### src/include/simple_system_cfg.svh
`ifndef SIMPLE_SYSTEM_CFG_SVH
`define SIMPLE_SYSTEM_CFG_SVH

// Bus data and address width
`define SS_DATA_W 32

// Number of devices behind the bus
`define SS_NUM_DEV 3

// Bit positions in the device select
`define SS_SEL_RAM 0
`define SS_SEL_SIM 1
`define SS_SEL_TMR 2

// RAM window, 4 kB
`define SS_RAM_BASE 32'h0010_0000
`define SS_RAM_MASK 32'hFFFF_F000

// Simulator control window, 1 kB
`define SS_SIMCTRL_BASE 32'h0002_0000
`define SS_SIMCTRL_MASK 32'hFFFF_FC00

// Machine timer window, 1 kB
`define SS_TIMER_BASE 32'h0003_0000
`define SS_TIMER_MASK 32'hFFFF_FC00

// RAM depth in words
`define SS_RAM_WORDS 1024

`endif

### src/hdl/simple_system_pkg.sv
package simple_system_pkg;

`include "simple_system_cfg.svh"

  // Byte address on the bus
  typedef logic [`SS_DATA_W-1:0] addr_t;

  // One bus data word
  typedef logic [`SS_DATA_W-1:0] data_t;

  // One enable per byte lane
  typedef logic [`SS_DATA_W/8-1:0] be_t;

  // One-hot device select, bit positions from the SS_SEL_* macros
  // zero means the address hit no window
  typedef logic [`SS_NUM_DEV-1:0] dev_sel_t;

endpackage

### src/hdl/sim_ctrl.sv
`timescale 1ns/1ns
`include "simple_system_cfg.svh"

module sim_ctrl (
  input  logic                     clk_i,
  input  logic                     arst_n_i,

  input  logic                     req_i,
  input  logic                     we_i,
  input  simple_system_pkg::be_t   be_i,
  input  simple_system_pkg::addr_t addr_i,
  input  simple_system_pkg::data_t wdata_i,
  output logic                     rvalid_o,
  output simple_system_pkg::data_t rdata_o,

  output logic                     char_valid_o,
  output logic [7:0]               char_o,
  output logic                     halt_o
);

  import simple_system_pkg::*;

  localparam addr_t CharOffset = 32'h0;
  localparam addr_t HaltOffset = 32'h8;

  addr_t offset;
  logic  char_wr;
  logic  halt_wr;

  // Offset inside the 1 kB window
  assign offset = addr_i & ~`SS_SIMCTRL_MASK;

  assign char_wr = req_i & we_i & (offset == CharOffset) & be_i[0];
  assign halt_wr = req_i & we_i & (offset == HaltOffset) & (be_i != '0);

  // Nothing readable here
  assign rdata_o = '0;

  always_ff @(posedge clk_i or negedge arst_n_i) begin
    if (!arst_n_i) begin
      rvalid_o     <= 1'b0;
      char_valid_o <= 1'b0;
      halt_o       <= 1'b0;
    end else begin
      rvalid_o     <= req_i;
      char_valid_o <= char_wr;
      // Sticky until reset
      if (halt_wr) begin
        halt_o <= 1'b1;
      end
    end
  end

  always_ff @(posedge clk_i) begin
    if (char_wr) begin
      char_o <= wdata_i[7:0];
    end
  end

  // A character only appears alongside the response to a write
  a_char_after_write: assert property (@(posedge clk_i) disable iff (!arst_n_i)
    char_valid_o |-> (rvalid_o && $past(req_i && we_i)));

endmodule

### config.mk
export PLATFORM = sky130hd
export DESIGN_NAME = sim_ctrl
export DESIGN_NICKNAME = d
export VERILOG_FILES = /design/src/hdl/simple_system_pkg.sv /design/src/hdl/sim_ctrl.sv
export VERILOG_INCLUDE_DIRS = /design/src /design/src/include
export SDC_FILE = /design/constraint.sdc
export NUM_CORES = 1
export LEC_CHECK = 0
export BUFFER_PORTS_ARGS = -buffer_cell sky130_fd_sc_hd__buf_2
export CORE_MARGIN = 10
export CORE_UTILIZATION = 27
export CTS_CLUSTER_SIZE = 8
export DETAILED_ROUTE_END_ITERATION = 16
export PLACE_DENSITY = 0.83
export SLEW_MARGIN = 20
export SYNTH_ARGS = -nofsm -noshare
export SYNTH_HDL_FRONTEND = slang
export SYNTH_SLANG_ARGS = --single-unit
### constraint.sdc
create_clock -name clk_i -period 1.7 [get_ports clk_i]
set_input_delay 0.085 -clock clk_i [delete_from_list [all_inputs] [get_ports clk_i]]
set_output_delay 0.085 -clock clk_i [all_outputs]
set_load 0.005 [all_outputs]
# After elaboration in Yosys (flattened, before gate mapping)

Cells that the tools add are included.

Equal/unequal tests: 1
Reduce and logical (&&, ||, !) cells: 2
Bitwise operators: 5

Operator list:

| cell                  | number |
|---|---|
| $logic_not A32 Y1     | 1 |
| $eq A10 B4 Y1 const B | 1 |
| $and A1 B1 Y1         | 5 |
| $reduce_bool A4 Y1    | 1 |

Register bits after elaboration: 11
Input bits: 72
Output and inout bits: 43

# Longest topological paths before layout

Depth after elaboration: 3
Gate-level depth with buffers: 2
Gate-level depth less buffers: 2

# Worst setup path before layout

Ideal clock, no wire load.

Path type: input to register
From: input addr_i[3]
To: register char_o[0], enable pin
Arrival time: 1.634 ns
Stages on the path: 2
Buffers on the path: 0
Slack: -0.331 ns
Path through: or4b_2 > nor4_1

Word-level cells in the longest chain between the ends: 3

Ends and longest elaborated chain:

| item                        | line           | source |
|---|---|---|
| start: declaration          | sim_ctrl.sv:11 | `input simple_system_pkg::addr_t addr_i,` |
| $logic_not A32 Y1           | sim_ctrl.sv:33 | `assign char_wr = req_i & we_i & (offset == CharOffset) & be_i[0];` |
| $and A1 B1 Y1 (2 in series) | sim_ctrl.sv:33 |  |
| net char_wr                 | sim_ctrl.sv:27 | `logic char_wr;` |
| end signal: assignment      | sim_ctrl.sv:56 | `char_o <= wdata_i[7:0];` |
| end: declaration            | sim_ctrl.sv:17 | `output logic [7:0] char_o,` |

The timed path passes the listed nets, and every way through them passes these cells.
A chain may end at the register's enable or synchronous reset.

# Worst setup path in the final report

From: input addr_i[3]
To: register char_o[7], enable pin

The elaborated chain is that of the path after synthesis.

==> flow_summary_export.csv <==
group,metric,value,unit
status,status,"finished clean",
worst_setup_path,cp-start-kind,"input port",
power,clockPowerShare,31.3,%
floorplanning,die_w,68.0,um
sta,setup_violations,0,
routing,ant_nets,0,
synthesis,synth_cell_types,11,
synthesis,synth_cells,52,
floorplanning,die_y,68.0,um
place,port_buffers,36,
power,power_density,640,nW/um2
place,detailedPlacementHpwl,1.54,mm
hold_path,holdPathStages,1,
sta,tns,0,ps
clock_tree,clk_path_buf_depth,2,
power,p_sw_share,20.7,%
routing,dr_wl_met3,241,um
cells_and_area,mostFrequentLayoutCells,"buf_2 (36), conb_1 (32), edfxtp_1 (8)",
power,p_switching,108,uW
worst_setup_path,worstSetupEndpoint,"char_o[7]",
synthesis,ys_ff_latch,11,
clock_tree,cts_tree,"built",
hold_path,hold_class,"in -> reg",
worst_setup_path,endpoint_kind,"register",
cells_and_area,area.growth.synth_to_final,30.8,%
sta,min_period_over_period,73.5,%
cells_and_area,fin_cells,126,
place,place_congestion,0.745,
grt,track_usage,5.86,%
routing,dr.pass1.iters,2,
sta,clock_skew,0,ps
routing,wirelength,1.68,mm
sta,report.final.slew_viol_count,0,
power,combinationalPowerShare,13.0,%
synthesis,yosysWarnings,0,
floorplanning,initial_core_util,28.1,%
sta,hold_viol_final,0,
synthesis,yosysSeqAreaShare,50.7,%
power,p_int,413,uW
sta,rsz0062_at_grt,"false",
floorplanning,rows,17,
routing,wl_per_cell,13.3,um
routing,drtIter0Drc,3,
power,vdd_drop_max,0.292,mV
worst_setup_path,critical_path_peak_fanout,9,
routing,viasPerCell,3.58,
routing,drc,0,
routing,top_layer_used,"met4",
routing,wl_met1,571,um
cells_and_area,drive_gt1_share,42.9,%
grt,grt_pass1_wl,2.13,mm
place,postPlaceCellArea,727,um2
worst_setup_path,cp_data_required_time,1670,ps
floorplanning,pin_count,115,
clock_tree,cts.clk_slew.worst_paths,60,ps
worst_setup_path,rr_worst_depth,2,
worst_setup_path,r2r_end,"halt_o",
sta,period_needed,1250,ps
worst_setup_path,cp-startpoint,"addr_i[3]",
cells_and_area,layout.nets,171,
sta,fmax,0.800,GHz
worst_setup_path,cp.arrival,1220,ps
synthesis,synth.avg_cell_area,12.0,um2
synthesis,synth_top_area_cell,"buf_4",
clock_tree,clock_sinks,11,
floorplanning,core-area,2210,um2
clock_tree,cts_max_level,1,
clock_tree,postCtsResizedCells,0,
synthesis,synth_top_area_share,38.6,%
synthesis,synth.area.top_cells,"buf_4 (39%), edfxtp_1 (39%), dfrtp_1 (12%), o41ai_1 (2.8%), or4bb_1 (1.8%)",
place,placedCellCount,116,
worst_setup_path,reg2reg_from,"halt_o",
floorplanning,dieArea,4620,um2
power,power_frac_seq,55.7,%
grt,grt_overflow,0,
grt,grt_antenna_before_repair,0,
clock_tree,ctsRootBufferMaster,"clkbuf_4",
worst_setup_path,regToRegSetupSlack,1070,ps
clock_tree,clkLatencyLatePin,260,ps
cells_and_area,final_common_cell,"buf_2",
worst_setup_path,critPathKind,"in -> reg",
cells_and_area,finalInstanceArea,813,um2
routing,vias,451,
clock_tree,cts_buffers,3,
cells_and_area,diodes,0,
power,p_leak,0.417,nW
routing,wl_met2,845,um
job,drv_cap,0,
grt,grt_pass1_vias,507,
grt,grt_max_degree,10,
synthesis,syn_area,622,um2
flip-flops by register name, indices dropped and copies added (netlist names):
signal        count
rvalid_o          1
char_o            8
char_valid_o      1
halt_o            1
cell usage after synthesis:
master / instances
dfrtp_1: 3
o41ai_1: 2
or4b_2: 1
inv_1: 1
or3_1: 1
or4_1: 1
buf_4: 32
or4bb_1: 1
nor4_1: 1
edfxtp_1: 8
conb_1: 1
final cells by class:
type | instances | area (um2)
flip-flops and latches | 11 | 315
repair buffers | 43 | 248
fillers | 238 | 1400
inverters | 1 | 3.75
clock buffers | 4 | 26.3
well taps | 28 | 35.0
multi-input cells | 39 | 185
metrics by stage:
| stage | power [mW] | worst slack (ps) | hold WS [ps] | util (%) |
|---|---|---|---|---|
| floorplan | 0.369 | 14.0 | -211 | - |
| global placement | 0.346 | 178 | -117 | 32.9 |
| detailed placement | 0.348 | 165 | -115 | 32.9 |
| CTS | 0.520 | 443 | 0.641 | 35.9 |
| global route | 0.549 | 401 | 0.930 | 36.8 |
| finish | 0.520 | 450 | 6.86 | 36.8 |
power by group through the flow:
| stage | registers (mW) | logic (mW) | clock network, mW |
|---|---|---|---|
| floorplan | 0.296 | 0.0732 | 0 |
| global placement | 0.295 | 0.0504 | 0 |
| detailed placement | 0.295 | 0.0531 | 0 |
| CTS | 0.290 | 0.0605 | 0.170 |
| global route | 0.289 | 0.0779 | 0.182 |
| finish | 0.290 | 0.0678 | 0.163 |
worst max-delay path, cell delays in order:
cell,delay [ps]
buf_2,100
or4b_2,670
nor4_2,150
buf_4,210
worst min-delay path by stage:
stage	from	endpoint	slack, ps
floorplan	arst_n_i	char_valid_o	-210
global placement	arst_n_i	halt_o	-120
detailed placement	arst_n_i	halt_o	-120
CTS	wdata_i[1]	char_o[1]	0.6
global route	wdata_i[3]	char_o[3]	0.9
finish	wdata_i[3]	char_o[3]	7
logic make-up (layout without fill, tap and decap cells):
| family | Yosys count | after routing | synth area share, % |
|---|---|---|---|
| simple gates | 5 | 5 | 6.64 |
| flops | 11 | 11 | 50.7 |
| other cells | 1 | 32 | 0.603 |
| compound gates | 2 | 2 | 2.82 |
| buf+inv | 33 | 48 | 39.2 |
timing repair:
action / CTS / global route
hold buffers: 4 / 2
endpoints found under the hold margin: 6 / 2
setup buffers: 0 / 0
metal layers:
metal  GRT usage, %  vias up
li1               -      206
met4           3.02        0
met2           10.5       41
met3           2.28        4
met1           5.75      200
met5              0        -
(Power assumes the default switching activity.)
