$ cat src/include/simple_system_cfg.svh
`ifndef SIMPLE_SYSTEM_CFG_SVH
`define SIMPLE_SYSTEM_CFG_SVH

// Bus data and address width
`define SS_DATA_W 32

// Number of devices behind the bus
`define SS_NUM_DEV 3

// Bit positions in the device select
`define SS_SEL_RAM 0
`define SS_SEL_SIM 1
`define SS_SEL_TMR 2

// RAM window, 4 kB
`define SS_RAM_BASE 32'h0010_0000
`define SS_RAM_MASK 32'hFFFF_F000

// Simulator control window, 1 kB
`define SS_SIMCTRL_BASE 32'h0002_0000
`define SS_SIMCTRL_MASK 32'hFFFF_FC00

// Machine timer window, 1 kB
`define SS_TIMER_BASE 32'h0003_0000
`define SS_TIMER_MASK 32'hFFFF_FC00

// RAM depth in words
`define SS_RAM_WORDS 1024

`endif

$ cat src/hdl/simple_system_pkg.sv
package simple_system_pkg;

`include "simple_system_cfg.svh"

  // Byte address on the bus
  typedef logic [`SS_DATA_W-1:0] addr_t;

  // One bus data word
  typedef logic [`SS_DATA_W-1:0] data_t;

  // One enable per byte lane
  typedef logic [`SS_DATA_W/8-1:0] be_t;

  // One-hot device select, bit positions from the SS_SEL_* macros
  // zero means the address hit no window
  typedef logic [`SS_NUM_DEV-1:0] dev_sel_t;

endpackage

$ cat src/hdl/timer.sv
`timescale 1ns/1ns
`include "simple_system_cfg.svh"

module timer (
  input  logic                     clk_i,
  input  logic                     arst_n_i,

  input  logic                     req_i,
  input  logic                     we_i,
  input  simple_system_pkg::be_t   be_i,
  input  simple_system_pkg::addr_t addr_i,
  input  simple_system_pkg::data_t wdata_i,
  output logic                     rvalid_o,
  output simple_system_pkg::data_t rdata_o,
  output logic                     err_o,

  output logic                     irq_o
);

  import simple_system_pkg::*;

  logic [63:0] mtime_q;
  logic [63:0] mtimecmp_q;
  addr_t       offset;
  logic        valid_off;
  logic [1:0]  reg_idx;
  logic        wr;
  data_t       rd_word;

  // Keep old bytes where the lane is disabled
  function automatic data_t merge_bytes(data_t old_w, data_t new_w, be_t be);
    data_t res;
    res = old_w;
    for (int i = 0; i < $bits(be_t); i++) begin
      if (be[i]) begin
        res[8*i +: 8] = new_w[8*i +: 8];
      end
    end
    return res;
  endfunction

  assign offset    = addr_i & ~`SS_TIMER_MASK;
  // Only aligned words 0x0, 0x4, 0x8 and 0xC exist
  assign valid_off = (offset[`SS_DATA_W-1:4] == '0) && (offset[1:0] == 2'b00);
  assign reg_idx   = offset[3:2];
  assign wr        = req_i & we_i & valid_off;

  always_comb begin
    case (reg_idx)
      2'd0:    rd_word = mtime_q[31:0];
      2'd1:    rd_word = mtime_q[63:32];
      2'd2:    rd_word = mtimecmp_q[31:0];
      default: rd_word = mtimecmp_q[63:32];
    endcase
  end

  always_ff @(posedge clk_i or negedge arst_n_i) begin
    if (!arst_n_i) begin
      mtime_q    <= '0;
      mtimecmp_q <= '1;
      irq_o      <= 1'b0;
      rvalid_o   <= 1'b0;
      err_o      <= 1'b0;
    end else begin
      // A write to mtime replaces the increment
      if (wr && reg_idx == 2'd0) begin
        mtime_q <= {mtime_q[63:32], merge_bytes(mtime_q[31:0], wdata_i, be_i)};
      end else if (wr && reg_idx == 2'd1) begin
        mtime_q <= {merge_bytes(mtime_q[63:32], wdata_i, be_i), mtime_q[31:0]};
      end else begin
        mtime_q <= mtime_q + 64'd1;
      end
      if (wr && reg_idx == 2'd2) begin
        mtimecmp_q[31:0] <= merge_bytes(mtimecmp_q[31:0], wdata_i, be_i);
      end
      if (wr && reg_idx == 2'd3) begin
        mtimecmp_q[63:32] <= merge_bytes(mtimecmp_q[63:32], wdata_i, be_i);
      end
      irq_o    <= mtime_q >= mtimecmp_q;
      rvalid_o <= req_i;
      err_o    <= req_i & ~valid_off;
    end
  end

  // Read data, zero on writes and bad offsets
  always_ff @(posedge clk_i) begin
    if (req_i) begin
      rdata_o <= (!we_i && valid_off) ? rd_word : '0;
    end
  end

endmodule

$ cat config.mk
export PLATFORM = sky130hd
export DESIGN_NAME = timer
export DESIGN_NICKNAME = d
export VERILOG_FILES = /design/src/hdl/simple_system_pkg.sv /design/src/hdl/timer.sv
export VERILOG_INCLUDE_DIRS = /design/src /design/src/include
export SDC_FILE = /design/constraint.sdc
export NUM_CORES = 1
export LEC_CHECK = 0
export BUFFER_PORTS_ARGS = -buffer_cell sky130_fd_sc_hd__buf_2
export CAP_MARGIN = 20
export CORE_UTILIZATION = 50
export CTS_BUF_LIST = sky130_fd_sc_hd__clkbuf_16
export CTS_CLUSTER_DIAMETER = 120
export DETAILED_ROUTE_END_ITERATION = 10
export GPL_TIMING_DRIVEN = 0
export PLACE_DENSITY = 0.69
export SLEW_MARGIN = 10
export SYNTH_ARGS = -nofsm -noshare
export SYNTH_HDL_FRONTEND = slang
export SYNTH_SLANG_ARGS = --single-unit
export TNS_END_PERCENT = 50
$ cat constraint.sdc
create_clock -name clk_i -period 2.7 [get_ports clk_i]
set_clock_uncertainty 0.05 [all_clocks]
set_input_delay 0.405 -clock clk_i [delete_from_list [all_inputs] [get_ports clk_i]]
set_output_delay 0.405 -clock clk_i [all_outputs]
set_load 0.02 [all_outputs]
Yosys cells after proc, flatten, opt, wreduce, memory -nomap -nowiden
Cells that the tools add are included.

word-level totals
  input port bits = 72
  bits in registers = 163
  word-level logic and storage cells = 72
  output and inout port bits = 35

operators by class
  bitwise operators = 5
  $add $sub $neg = 1
  equality and inequality tests = 12
  reductions and logical operators = 26
  $lt $le $gt $ge = 1
  muxes and demuxes = 7

operators by type and width
  operator                 count
  $pmux W32 S3             1
  $add A64 B1 Y64 const B  1
  $ge A64 B64 Y1           1
  $mux W64                 1
  $mux W32                 1
  $mux W8                  4
  $reduce_and A2 Y1        16
  $logic_not A28 Y1        1
  $ne A2 B2 Y1 const B     9
  $logic_and A1 B1 Y1      6
  $eq A2 B2 Y1 const B     2
  $logic_not A2 Y1         2
  $and A1 B1 Y1            3
  $eq A2 B1 Y1 const B     1
  $not A1 Y1               2
  $logic_not A1 Y1         1

Logic depth before layout (Yosys ltp)
  word-level depth = 6
  mapped depth = 8
  mapped depth without buffers = 8

Worst setup path after synthesis
No wires, ideal clock.

  path type = input port to flip-flop
  start point = input addr_i[9]
  end point = register mtime_q[24]
  library setup time = 0.123 ns
  arrival = 2.253 ns
  stages on the path = 7
  buffers on the path = 2
  required time = 2.527 ns
  path slack = 0.274 ns
  cell sequence = or4_4 > or4_4 > buf_6 > buf_6 > nor2_2 > nand2_2 > o221a_1

between the ends
  longest elaborated chain between the ends = 6
  elaborated cells on any way between the ends = 9
  those cells by class = eq/ne (2); mux (1); bitwise (1); reduce/logical (5)

ends and longest elaborated chain
  element                                        line                      text
  start: declaration                             timer.sv:11               input simple_system_pkg::addr_t addr_i,
  $logic_not A28 Y1 (*)                          timer.sv:44               assign valid_off = (offset[`SS_DATA_W-1:4] == '0) && (offset[1:0] == 2'b00);
  $logic_and A1 B1 Y1 (*)                        timer.sv:44
  $and A1 B1 Y1 (*)                              timer.sv:46               assign wr = req_i & we_i & valid_off;
  $logic_and A1 B1 Y1, on equally long branches  timer.sv:66, timer.sv:68
  $ne A2 B2 Y1 (no source line)                  --
  $reduce_and A2 Y1 (no source line)             --
  end signal: assignment                         timer.sv:67               mtime_q <= {mtime_q[63:32], merge_bytes(mtime_q[31:0], wdata_i, be_i)};
  end signal: assignment                         timer.sv:69               mtime_q <= {merge_bytes(mtime_q[63:32], wdata_i, be_i), mtime_q[31:0]};
  end signal: assignment                         timer.sv:71               mtime_q <= mtime_q + 64'd1;
  end: declaration                               timer.sv:22               logic [63:0] mtime_q;

Mark *: on every way between the ends. The rest lies on a longest branch, timed or not.
A chain may end at the register's enable or synchronous reset.

Final worst setup path
  start point = register mtimecmp_q[0]
  end point = register irq_o

between the ends
  longest elaborated chain between the ends = 1

ends and longest elaborated chain
  element                   line         text
  start: declaration        timer.sv:23  logic [63:0] mtimecmp_q;
  start signal: assignment  timer.sv:74  mtimecmp_q[31:0] <= merge_bytes(mtimecmp_q[31:0], wdata_i, be_i);
  $ge A64 B64 Y1            timer.sv:79  irq_o <= mtime_q >= mtimecmp_q;
  end signal: assignment    timer.sv:79
  end: declaration          timer.sv:17  output logic irq_o

No other way between the ends.

==> implementation parameters <==
Parameter                              Value

Synthesis
  Post-synthesis area per instance ... 10.3 um^2
  Post-Syn Instances ... 1011
  Cell taking the most area after synthesis ... dfstp_2
  Most common cell in the synthesized netlist ... nor2_1
  Total of flip-flops plus latches after synthesis ... 163
  Netlist area before placement ... 10400 um^2
  Warnings from Yosys ... 0
  Fraction of registers with async set or reset after synthesis ... 80.4%
  Syn_nets ... 1148
  Synth cell count leaders ... nor2_1 (82), inv_1 (79), nand2_1 (68)
  Area share of the leading cell type in the synthesized netlist ... 16.2%
  Fraction of the yosys area taken by sequential cells ... 41.6%
  Largest cells by area after synthesis ... dfstp_2 (16%), dfrtp_1 (16%), edfxtp_1 (9.3%), ha_1 (7.8%), mux4_2 (6.9%)
  Yosys cell types ... 77
  Primary FF master, synth ... dfrtp_1
  Number of enable flip-flop cells after synthesis ... 32

Routing
  Count of antenna-violating nets left after detailed routing ... 0
  Total Routed Length ... 31500 um
  Detailed Routing Iterations Pass 1 ... 7
  DRC Markers ... 0
  Number of vias per cell ... 6.37
  Routed length per placed instance ... 22.5 um
  Detailed-route via count ... 8918
  Violation count after the first detailed-routing iteration ... 905

Timing
  Fmax ... 385 MHz
  Hold Fails Final Rpt ... 0
  Final-report max-slew violation count ... 0
  Final setup violation count ... 0
  Least-Margin Pin Slew ... 954 ps
  Worst rel slew slack ... 36.4%
  Final worst-path cycle share ... 96.3%
  Min Clock Period, post-route ... 2600 ps

Setup path
  Data required time at the worst endpoint ... 2940 ps
  Crit path max fanout ... 3
  Critical path launch point type ... flip-flop
  Capturing element type of the critical path ... flip-flop
  Cell chain of the critical path ... ha_1 > nand2b_1 > a2111oi_0 > o311a_1 > o22ai_1 > o2111ai_1 > nand3_1
  Type of the worst setup path ... reg -> reg
  Slowest cell on crit path ... a2111oi_0
  WP data arrival ... 2840 ps
  Stage delay of the slowest cell on the critical path ... 650 ps

Final layout
  Fraction of layout instances using a drive strength above 1 ... 30.4%
  Final instance area ... 11900 um^2
  Number of diodes ... 0
  End-of-flow core utilization ... 58.6%
  Nets@finish ... 1254
  Area Overhead vs Synth ... 14.6%

Global route
  All-Layer GR Usage ... 30.5%
  Global-route wire length before repair ... 49500 um
  Number of antenna violations at the first check in global routing ... 0
  Vias in the first global route ... 8646
  Pin count of the biggest net entering global routing ... 81
  Overflow left after global routing ... 0

Clocking
  TritonCTS clock tree ... done
  Latest clock arrival within the worst-skew pair ... 440 ps
  CTS max path bufs ... 2
  Num Clock Sinks ... 163
  Number of H-tree levels ... 4
  Clock root buffer ... clkbuf_16
  Number of buffers inserted during clock tree synthesis ... 17
  Clock slew at reported path FFs ... 70 ps

Floorplan
  Die Outline Area ... 21300 um^2
  Chip width ... 146 um
  Cell Rows ... 52
  Initial Utilization ... 51.2%
  Top-level port count ... 107
  Vertical die dimension ... 146 um
  Area of the core ... 20300 um^2

Placement
  Final estimated routing congestion in global placement ... 0.979
  Post-Place Cell Area ... 11100 um^2
  HPWL after detailed placement ... 22800 um
  PortBufs ... 78

Min path
  Type of the worst min-delay path ... in -> reg

Power and ir drop
  Worst vdd rail ir drop ... 0.000421 V
  Power per standard cell area ... 485 nW/um^2
  Leakage dissipation ... 4.65 nW

Run
  MaxCap Viol Count ... 0

Outcome
  Outcome ... finished, final reports clean
per-stage QoR:
stage | instances | power [mW] | TNS (ps) | hold slack [ps] | setup WS [ps]
after CTS | 1399 | 5.77 | 0 | 182 | 28.4
after global placement | 1359 | 3.36 | -71630 | 518 | -741
after global routing | 1400 | 5.96 | -29.9 | 182 | -29.9
final | 1400 | 5.77 | 0 | 196 | 101
after detailed placement | 1360 | 3.38 | -26600 | 343 | -626
after floorplan | 1011 | 3.11 | 0 | 59.4 | 274
layout make-up:
| cell class | instances | area [um^2] |
|---|---|---|
| clock inverters | 15 | 141 |
| repair buffers | 88 | 500 |
| multi-input cells | 732 | 5690 |
| plain buffers | 36 | 178 |
| inverters | 79 | 297 |
| flip-flops and latches | 163 | 4330 |
| fillers | 1770 | 8400 |
| clock buffers | 17 | 425 |
| well taps | 270 | 338 |
cells in the final DEF, fill, tap and decap left out, types with 11 or more instances in the layout:
cell type and n:
buf_2 82, inv_1 79, nor2_1 79, nand2_1 68, a21oi_1 67, ha_1 65
dfstp_2 64, mux2_2 63, dfrtp_1 61, nand3_1 45, nor2b_1 37, mux4_2 32
edfxtp_1 32, nand4_1 29, o21ai_0 27, nor3_1 20, clkbuf_1 19, and3_1 17
clkbuf_16 17, a211oi_1 11
per-layer routing:
layer  GRT usage [%]  routed length, um  vias to the layer above
li1                -                  -                     3993
met1            42.9              13600                     4410
met2            45.6              14100                      443
met3            7.69               2990                       72
met4            10.8                813                        0
met5               0                  0                        -
logic make-up after synthesis:
family	synth area share [%]
AO/OA/AOI/OAI	13.0
XOR/XNOR	0.169
adder cells (fa/ha/maj)	7.83
buffers and inverters	4.49
flip-flops	41.6
multiplexers	14.1
AND/OR/NAND/NOR	18.8
sequential cells by signal (all words and copies together), names as in the netlist:
| signal | cells |
|---|---|
| err_o | 1 |
| irq_o | 1 |
| mtime_q | 64 |
| mtimecmp_q | 64 |
| rdata_o | 32 |
| rvalid_o | 1 |
report_power, final:
group	leakage [nW]	internal (mW)	switching (mW)	total, mW
Combinational	2.63	0.274	0.359	0.633
Clock	0.277	1.35	1.05	2.40
Sequential	1.75	2.60	0.130	2.73
Total	4.65	4.23	1.54	5.77
worst max-delay path, delay by kind of cell, from the launching register on:
family	cells	cell delay [ps]
flops	1	550
simple gates	2	280
compound gates	4	1360
fa+ha+maj	1	220
path summary, 6_finish.rpt:
kind	from	endpoint	slack (ps)	cells past startpoint
worst min-delay path	wdata_i[22]	mtime_q[54]	200	3
min in group asynchronous	arst_n_i	mtime_q[11]	450	2
worst max-delay path	mtimecmp_q[0]	irq_o	100	7
worst min register to register	mtime_q[0]	mtime_q[0]	500	1
worst max register to register	mtimecmp_q[0]	irq_o	100	7
max in group asynchronous	arst_n_i	mtimecmp_q[57]	1320	3
repair_timing:
action,4_1_cts,5_1_grt
hold buffers,1,0
gates cloned,0,0
endpoints found under the hold margin,12,0
pin swaps,3,2
endpoints found under the setup margin,40,27
resized for setup,16,18
setup buffers,6,1
Power figures use the tool's default switching activity.
