<file path="config.mk">
export PLATFORM = sky130hd
export DESIGN_NAME = bus
export DESIGN_NICKNAME = d
export VERILOG_FILES = /design/src/hdl/simple_system_pkg.sv /design/src/hdl/bus.sv
export VERILOG_INCLUDE_DIRS = /design/src /design/src/include
export SDC_FILE = /design/constraint.sdc
export NUM_CORES = 1
export LEC_CHECK = 0
export BUFFER_PORTS_ARGS = -buffer_cell sky130_fd_sc_hd__buf_2
export CAP_MARGIN = 5
export CORE_AREA = 4 4 159 161
export DETAILED_ROUTE_END_ITERATION = 10
export DIE_AREA = 0 0 163 165
export GPL_ROUTABILITY_DRIVEN = 0
export SYNTH_ARGS = -nofsm -noshare
export SYNTH_HDL_FRONTEND = slang
export SYNTH_SLANG_ARGS = --single-unit
</file>
<file path="constraint.sdc">
create_clock -name clk_i -period 1.05 [get_ports clk_i]
set_input_delay 0.105 -clock clk_i [delete_from_list [all_inputs] [get_ports clk_i]]
set_output_delay 0.105 -clock clk_i [all_outputs]
set_load 0.005 [all_outputs]
</file>
<file path="src/include/simple_system_cfg.svh">
`ifndef SIMPLE_SYSTEM_CFG_SVH
`define SIMPLE_SYSTEM_CFG_SVH

// Bus data and address width
`define SS_DATA_W 32

// Number of devices behind the bus
`define SS_NUM_DEV 3

// Bit positions in the device select
`define SS_SEL_RAM 0
`define SS_SEL_SIM 1
`define SS_SEL_TMR 2

// RAM window, 4 kB
`define SS_RAM_BASE 32'h0010_0000
`define SS_RAM_MASK 32'hFFFF_F000

// Simulator control window, 1 kB
`define SS_SIMCTRL_BASE 32'h0002_0000
`define SS_SIMCTRL_MASK 32'hFFFF_FC00

// Machine timer window, 1 kB
`define SS_TIMER_BASE 32'h0003_0000
`define SS_TIMER_MASK 32'hFFFF_FC00

// RAM depth in words
`define SS_RAM_WORDS 1024

`endif

</file>
<file path="src/hdl/simple_system_pkg.sv">
package simple_system_pkg;

`include "simple_system_cfg.svh"

  // Byte address on the bus
  typedef logic [`SS_DATA_W-1:0] addr_t;

  // One bus data word
  typedef logic [`SS_DATA_W-1:0] data_t;

  // One enable per byte lane
  typedef logic [`SS_DATA_W/8-1:0] be_t;

  // One-hot device select, bit positions from the SS_SEL_* macros
  // zero means the address hit no window
  typedef logic [`SS_NUM_DEV-1:0] dev_sel_t;

endpackage

</file>
<file path="src/hdl/bus.sv">
`timescale 1ns/1ns
`include "simple_system_cfg.svh"

module bus (
  input  logic                     clk_i,
  input  logic                     arst_n_i,

  input  logic                     host_req_i,
  input  simple_system_pkg::addr_t host_addr_i,
  input  logic                     host_we_i,
  input  simple_system_pkg::be_t   host_be_i,
  input  simple_system_pkg::data_t host_wdata_i,
  output logic                     host_gnt_o,
  output logic                     host_rvalid_o,
  output simple_system_pkg::data_t host_rdata_o,
  output logic                     host_err_o,

  output logic                     ram_req_o,
  output simple_system_pkg::addr_t ram_addr_o,
  output logic                     ram_we_o,
  output simple_system_pkg::be_t   ram_be_o,
  output simple_system_pkg::data_t ram_wdata_o,
  input  logic                     ram_rvalid_i,
  input  simple_system_pkg::data_t ram_rdata_i,
  input  logic                     ram_err_i,

  output logic                     sim_req_o,
  output simple_system_pkg::addr_t sim_addr_o,
  output logic                     sim_we_o,
  output simple_system_pkg::be_t   sim_be_o,
  output simple_system_pkg::data_t sim_wdata_o,
  input  logic                     sim_rvalid_i,
  input  simple_system_pkg::data_t sim_rdata_i,
  input  logic                     sim_err_i,

  output logic                     tmr_req_o,
  output simple_system_pkg::addr_t tmr_addr_o,
  output logic                     tmr_we_o,
  output simple_system_pkg::be_t   tmr_be_o,
  output simple_system_pkg::data_t tmr_wdata_o,
  input  logic                     tmr_rvalid_i,
  input  simple_system_pkg::data_t tmr_rdata_i,
  input  logic                     tmr_err_i
);

  import simple_system_pkg::*;

  dev_sel_t sel;
  dev_sel_t sel_q;
  logic     unmapped_q;

  // Window hits under each device mask
  assign sel[`SS_SEL_RAM] = (host_addr_i & `SS_RAM_MASK) == `SS_RAM_BASE;
  assign sel[`SS_SEL_SIM] = (host_addr_i & `SS_SIMCTRL_MASK) == `SS_SIMCTRL_BASE;
  assign sel[`SS_SEL_TMR] = (host_addr_i & `SS_TIMER_MASK) == `SS_TIMER_BASE;

  // No back-pressure, every request is granted
  assign host_gnt_o = host_req_i;

  // Request goes only to the device that was hit
  assign ram_req_o = host_req_i & sel[`SS_SEL_RAM];
  assign sim_req_o = host_req_i & sel[`SS_SEL_SIM];
  assign tmr_req_o = host_req_i & sel[`SS_SEL_TMR];

  // Payload is broadcast, the request strobe qualifies it
  assign ram_addr_o  = host_addr_i;
  assign ram_we_o    = host_we_i;
  assign ram_be_o    = host_be_i;
  assign ram_wdata_o = host_wdata_i;
  assign sim_addr_o  = host_addr_i;
  assign sim_we_o    = host_we_i;
  assign sim_be_o    = host_be_i;
  assign sim_wdata_o = host_wdata_i;
  assign tmr_addr_o  = host_addr_i;
  assign tmr_we_o    = host_we_i;
  assign tmr_be_o    = host_be_i;
  assign tmr_wdata_o = host_wdata_i;

  // Remember who owes the response next cycle
  always_ff @(posedge clk_i or negedge arst_n_i) begin
    if (!arst_n_i) begin
      sel_q      <= '0;
      unmapped_q <= 1'b0;
    end else begin
      sel_q      <= host_req_i ? sel : '0;
      unmapped_q <= host_req_i & (sel == '0);
    end
  end

  // Response mux, unmapped requests answer with err and zero data
  assign host_rvalid_o = unmapped_q
                       | (sel_q[`SS_SEL_RAM] & ram_rvalid_i)
                       | (sel_q[`SS_SEL_SIM] & sim_rvalid_i)
                       | (sel_q[`SS_SEL_TMR] & tmr_rvalid_i);
  assign host_err_o    = unmapped_q
                       | (sel_q[`SS_SEL_RAM] & ram_err_i)
                       | (sel_q[`SS_SEL_SIM] & sim_err_i)
                       | (sel_q[`SS_SEL_TMR] & tmr_err_i);
  assign host_rdata_o  = ({`SS_DATA_W{sel_q[`SS_SEL_RAM]}} & ram_rdata_i)
                       | ({`SS_DATA_W{sel_q[`SS_SEL_SIM]}} & sim_rdata_i)
                       | ({`SS_DATA_W{sel_q[`SS_SEL_TMR]}} & tmr_rdata_i);

  // Windows must not overlap
  a_sel_onehot: assert property (@(posedge clk_i) disable iff (!arst_n_i)
    $onehot0(sel));

  // Devices answer exactly one cycle after acceptance
  a_rsp_latency: assert property (@(posedge clk_i) disable iff (!arst_n_i)
    (host_req_i && host_gnt_o) |=> host_rvalid_o);

  // Only the device that owes the response may answer
  a_no_stray_rsp: assert property (@(posedge clk_i) disable iff (!arst_n_i)
    (!ram_rvalid_i || sel_q[`SS_SEL_RAM]) &&
    (!sim_rvalid_i || sel_q[`SS_SEL_SIM]) &&
    (!tmr_rvalid_i || sel_q[`SS_SEL_TMR]));

endmodule

</file>
# After elaboration in Yosys (flattened, before gate mapping)
# Cells that the tools add are included.
# word_totals
out_inout_bits	245
regBits	4
# classes
n_eq_ne	3
n_reduce_logical	1
bitwise_logic	21
muxes	1
# op_table
op	count
$and 32x32->32	3
$or 32x32->32	2
$eq 22x8->1 const B	2
$eq 20x9->1 const B	1
$and 1x1->1	10
$or 1x1->1	6
$logic_not 3->1	1
$mux 3	1

# Logic depth before layout (Yosys ltp)
# logic_depth
word_depth	4
mapped_depth	4

# Least setup slack after synthesis
# No wires, ideal clock.
# synth_path
path_type	reg-to-output
from	register sel_q[0]
to	output port host_rdata_o[23]
slack_ps	-117
stages_incl_launch_ff	5
arrival_ps	1062
cell_sequence	dfrtp_1 -> clkbuf_1 -> clkbuf_1 -> a222oi_1 -> inv_1
# synth_via
elab_chain_len	3
# synth_lines
item	line	text
from (decl)	bus.sv:49	dev_sel_t sel_q;
from (signal assigned)	bus.sv:85	sel_q <= host_req_i ? sel : '0;
$and 32x32->32	bus.sv:99	assign host_rdata_o = ({`SS_DATA_W{sel_q[`SS_SEL_RAM]}} & ram_rdata_i)
$or 32x32->32 (2 in a row)	bus.sv:99	
to (decl)	bus.sv:15	output simple_system_pkg::data_t host_rdata_o,
# Every way passes these cells.

# Worst setup path in the final report
# layout_path
from	register sel_q[0]
to	output port host_rdata_o[9]
# Same word-level chain as after synthesis.

==> reports/results.txt <==
For the number of global-route vias before repair, the log shows 1,824. For this run, the post-layout net count is 526. Headroom to the max-slew limit came out at 74.9%. The clock period minus final worst setup slack was 1.54 ns; the fraction of post-synthesis cell area in the top cell type by area was 68.4%. Total inserted antenna cells: 0. The tools report the clock sink total as 4.

The critical path goes through buf_12, a222oi_1, inv_1, buf_2. The number of cells traversed by the worst hold path was 2; the CTS buffer count was 3. The number of synthesis warnings came out at 0. Clock-pin slew was measured on the worst setup and hold paths at 0.03 ns.

The worst hold path terminates at unmapped_q. The count of port buffers added during placement is 230. The leakage power was 0.00167 uW; the number of hold-slack violations in the final timing report was 0.

STA puts the critical path data required time at 0.94 ns. After filler insertion, the fill cell instance count of the layout stands at 2,808. Cell type group with the largest total delay on the critical path: compound AO/OA/AOI/OAI gates. The row count is 57, and the mean cell area of the mapped netlist is 7.34 um^2. The post-synthesis sequential element count was 4; the area of the core was 24,000 um^2.

The number of nets in the synthesized netlist is 485. The tools report the startpoint of the lowest-slack hold path as host_req_i. The post-route worst hold slack was 0.152 ns; the count of unique library cells instantiated by Yosys was 16.

The routed design has 9.00 mm of wire. By area the synthesized netlist is led by sky130_fd_sc_hd__buf_4 68%, sky130_fd_sc_hd__a222oi_1 14%, sky130_fd_sc_hd__inv_1 5.3%. Delay of the slowest cell on the worst path: 0.41 ns. TritonCTS built the clock tree.

For the worst setup slack after layout, the log shows -0.488 ns. From left edge to right edge, the die measures 163 um. For this run, the total global-route usage over all layers was measured as 5.61%. The final cell area excluding filler cells is 2700 um^2. The number of setup violations in the final report was 38; the peak fanout along the critical path was 34. Measured along the y axis, the die boundary spans 165 um. The floorplan step defined a die boundary enclosing 26,900 um^2. The tools report the data arrival at the endpoint of the critical path as 1.43 ns. The residual antenna-violating net count after detailed routing came out at 0.

For the starting utilization of the core area, the log shows 9.52%. The checks that failed: negative setup slack. Entering global routing, the biggest net connects 35 pins.

STA classifies the critical path startpoint as a flip-flop. The critical path in this run is classified as reg -> out. Cells fill 11.3% of the core in the end.

Power spread over the standard cell area amounts to 483 nW/um^2. Area after detailed placement: 2430 um^2. Cells with a size suffix above 1 make up 76.6% of the layout. In the final routed layout, each cell accounts on average for 13.4 um.

The first detailed-routing pass ran for 7 iterations. The cell area after technology mapping was 2280 um^2. The run gives 1 as the number of levels the H-tree was split into. 419 I/O pins were placed.

The number of pins with negative max-slew slack in the final report was 0; the global-route wire length before repair was 11.5 mm. Sequential cells were found to cover 4.39% of the synthesized design area. The tools report the gate count after technology mapping as 311. The number of vias after detailed routing came out at 2,099.

The largest individual stage delay along the critical path comes from the cell sky130_fd_sc_hd__a222oi_1. The final period utilization was 146%. sky130_fd_sc_hd__buf_4 takes more of the synthesized area than any other cell. For this run, design rule violations remaining after detail routing come to 0. Summed over all nets, the half-perimeter wirelength after detailed placement is 7.60 mm.

Final global-route overflow total: 0. The average vias per placed instance is 3.11. Timing would allow up to 0.650 GHz. The maximum number of buffers from clock root to sink was 2; the number of buffers and inverters on the critical path was 3. The tools report the clock root buffer as sky130_fd_sc_hd__clkbuf_16.

The pin slew with the least headroom to its limit works out to 0.376 ns. The run finished, with violations left. Across the VDD grid, the largest voltage drop is 693 uV. The min-delay analysis places its worst path in the category in -> reg.

Accumulated negative setup slack: -14.83 ns. The first routing iteration left 202 violations. For the initial antenna violation count, the log shows 1. From synthesis to final layout, the design area changed by 18.4%.

The tool flagged a number of max-cap violations equal to 0. Setup repair after global routing could not meet its margin everywhere. The worst setup path is captured at an output port.
-- worst max path at each step --
| stage | end | slack, ns | cells after the start | startpoint |
|---|---|---|---|---|
| 2_1_floorplan | sel_q[1] | -0.07 | 2 | host_addr_i[20] |
| 3_3_place_gp | tmr_req_o | -0.48 | 6 | host_addr_i[27] |
| 3_5_place_dp | tmr_req_o | -0.51 | 6 | host_addr_i[27] |
| 4_1_cts | host_rdata_o[9] | -0.47 | 4 | sel_q[0] |
| 5_1_grt | host_rdata_o[24] | -0.56 | 4 | sel_q[0] |
| 6_report | host_rdata_o[9] | -0.49 | 4 | sel_q[0] |
-- state kept, by name (all words and copies together), names as in the netlist --
signal / cells
sel_q: 3
unmapped_q: 1
-- metal layers --
metal  up-vias  part of all wire (%)  track usage [%]
met5         -                  0.14                0
met4         2                  0.27            0.724
met3         7                    21             4.97
met2       268                    40             7.40
met1       908                    39             6.94
li1        914                     -                -
-- final cells by class --
class	instances	area [um^2]	share of cell area [%]
Clock buffer	3	75.1	2.78
Inverter	32	120	4.45
Multi-Input combinational cell	55	558	20.7
Sequential cell	4	100	3.71
Tap cell	324	405	15.0
Timing Repair Buffer	256	1440	53.4
-- kinds of logic after synthesis --
group / Yosys count / share of synthesized area (%)
buffers and inverters: 252 / 75.7
and+or+nand+nor: 17 / 4.11
AOI/OAI and AO/OA: 38 / 15.8
DFF: 4 / 4.39
-- synth_stat cells --
cell type,count
sky130_fd_sc_hd__buf_4,208
sky130_fd_sc_hd__a222oi_1,32
sky130_fd_sc_hd__inv_1,32
sky130_fd_sc_hd__clkbuf_1,12
sky130_fd_sc_hd__nor4_1,5
sky130_fd_sc_hd__dfrtp_1,4
sky130_fd_sc_hd__nand2_1,4
sky130_fd_sc_hd__a21oi_1,2
sky130_fd_sc_hd__a22oi_1,2
sky130_fd_sc_hd__nand3_1,2
sky130_fd_sc_hd__nor2_1,2
sky130_fd_sc_hd__nor3_1,2
sky130_fd_sc_hd__a21boi_0,1
sky130_fd_sc_hd__nand2b_1,1
sky130_fd_sc_hd__o31a_1,1
sky130_fd_sc_hd__or4b_4,1
-- cell usage in the layout (no fill, tap or decap) --
cell type	synthesis	routed
sky130_fd_sc_hd__dlygate4sd3_1	0	1
sky130_fd_sc_hd__nor4_2	0	1
sky130_fd_sc_hd__nor3_4	0	1
sky130_fd_sc_hd__a21boi_1	0	1
sky130_fd_sc_hd__a21oi_1	2	2
sky130_fd_sc_hd__dfrtp_1	4	4
sky130_fd_sc_hd__nor3_1	2	1
sky130_fd_sc_hd__a222oi_1	32	32
sky130_fd_sc_hd__a22oi_2	0	1
sky130_fd_sc_hd__nand2_4	0	1
sky130_fd_sc_hd__or4b_4	1	1
sky130_fd_sc_hd__buf_2	0	224
sky130_fd_sc_hd__nand3_4	0	1
sky130_fd_sc_hd__buf_4	208	21
sky130_fd_sc_hd__nor4_4	0	4
sky130_fd_sc_hd__buf_12	0	3
sky130_fd_sc_hd__a22oi_1	2	1
sky130_fd_sc_hd__buf_8	0	4
sky130_fd_sc_hd__nor2_1	2	2
sky130_fd_sc_hd__nand3_1	2	1
sky130_fd_sc_hd__buf_6	0	3
sky130_fd_sc_hd__o31a_1	1	1
sky130_fd_sc_hd__clkbuf_16	0	3
sky130_fd_sc_hd__inv_1	32	32
sky130_fd_sc_hd__nand2b_1	1	1
sky130_fd_sc_hd__nand2_1	4	3
-- power by group --
part	internal, uW	switching, uW	leakage, uW
clock	486	99.2	0.0000370
combinational	335	224	0.00158
sequential	157	3.32	0.0000536
total	978	326	0.00167
-- per-stage QoR --
stage / cells / setup slack [ns] / power [uW]
6_report: 674 / -0.488 / 1300
5_1_grt: 674 / -0.559 / 1380
4_1_cts: 672 / -0.473 / 1300
3_5_place_dp: 666 / -0.514 / 668
3_3_place_gp: 666 / -0.476 / 661
2_1_floorplan: 311 / -0.0663 / 821
-- what timing repair did --
action	in CTS	in global routing
endpoints found under the setup margin	41	39
hold buffers	1	0
resized for setup	22	10
setup buffers	2	2
pin swaps	23	23
hold endpoints to repair	4	0
Note: power is estimated with default switching activity, not from simulation.
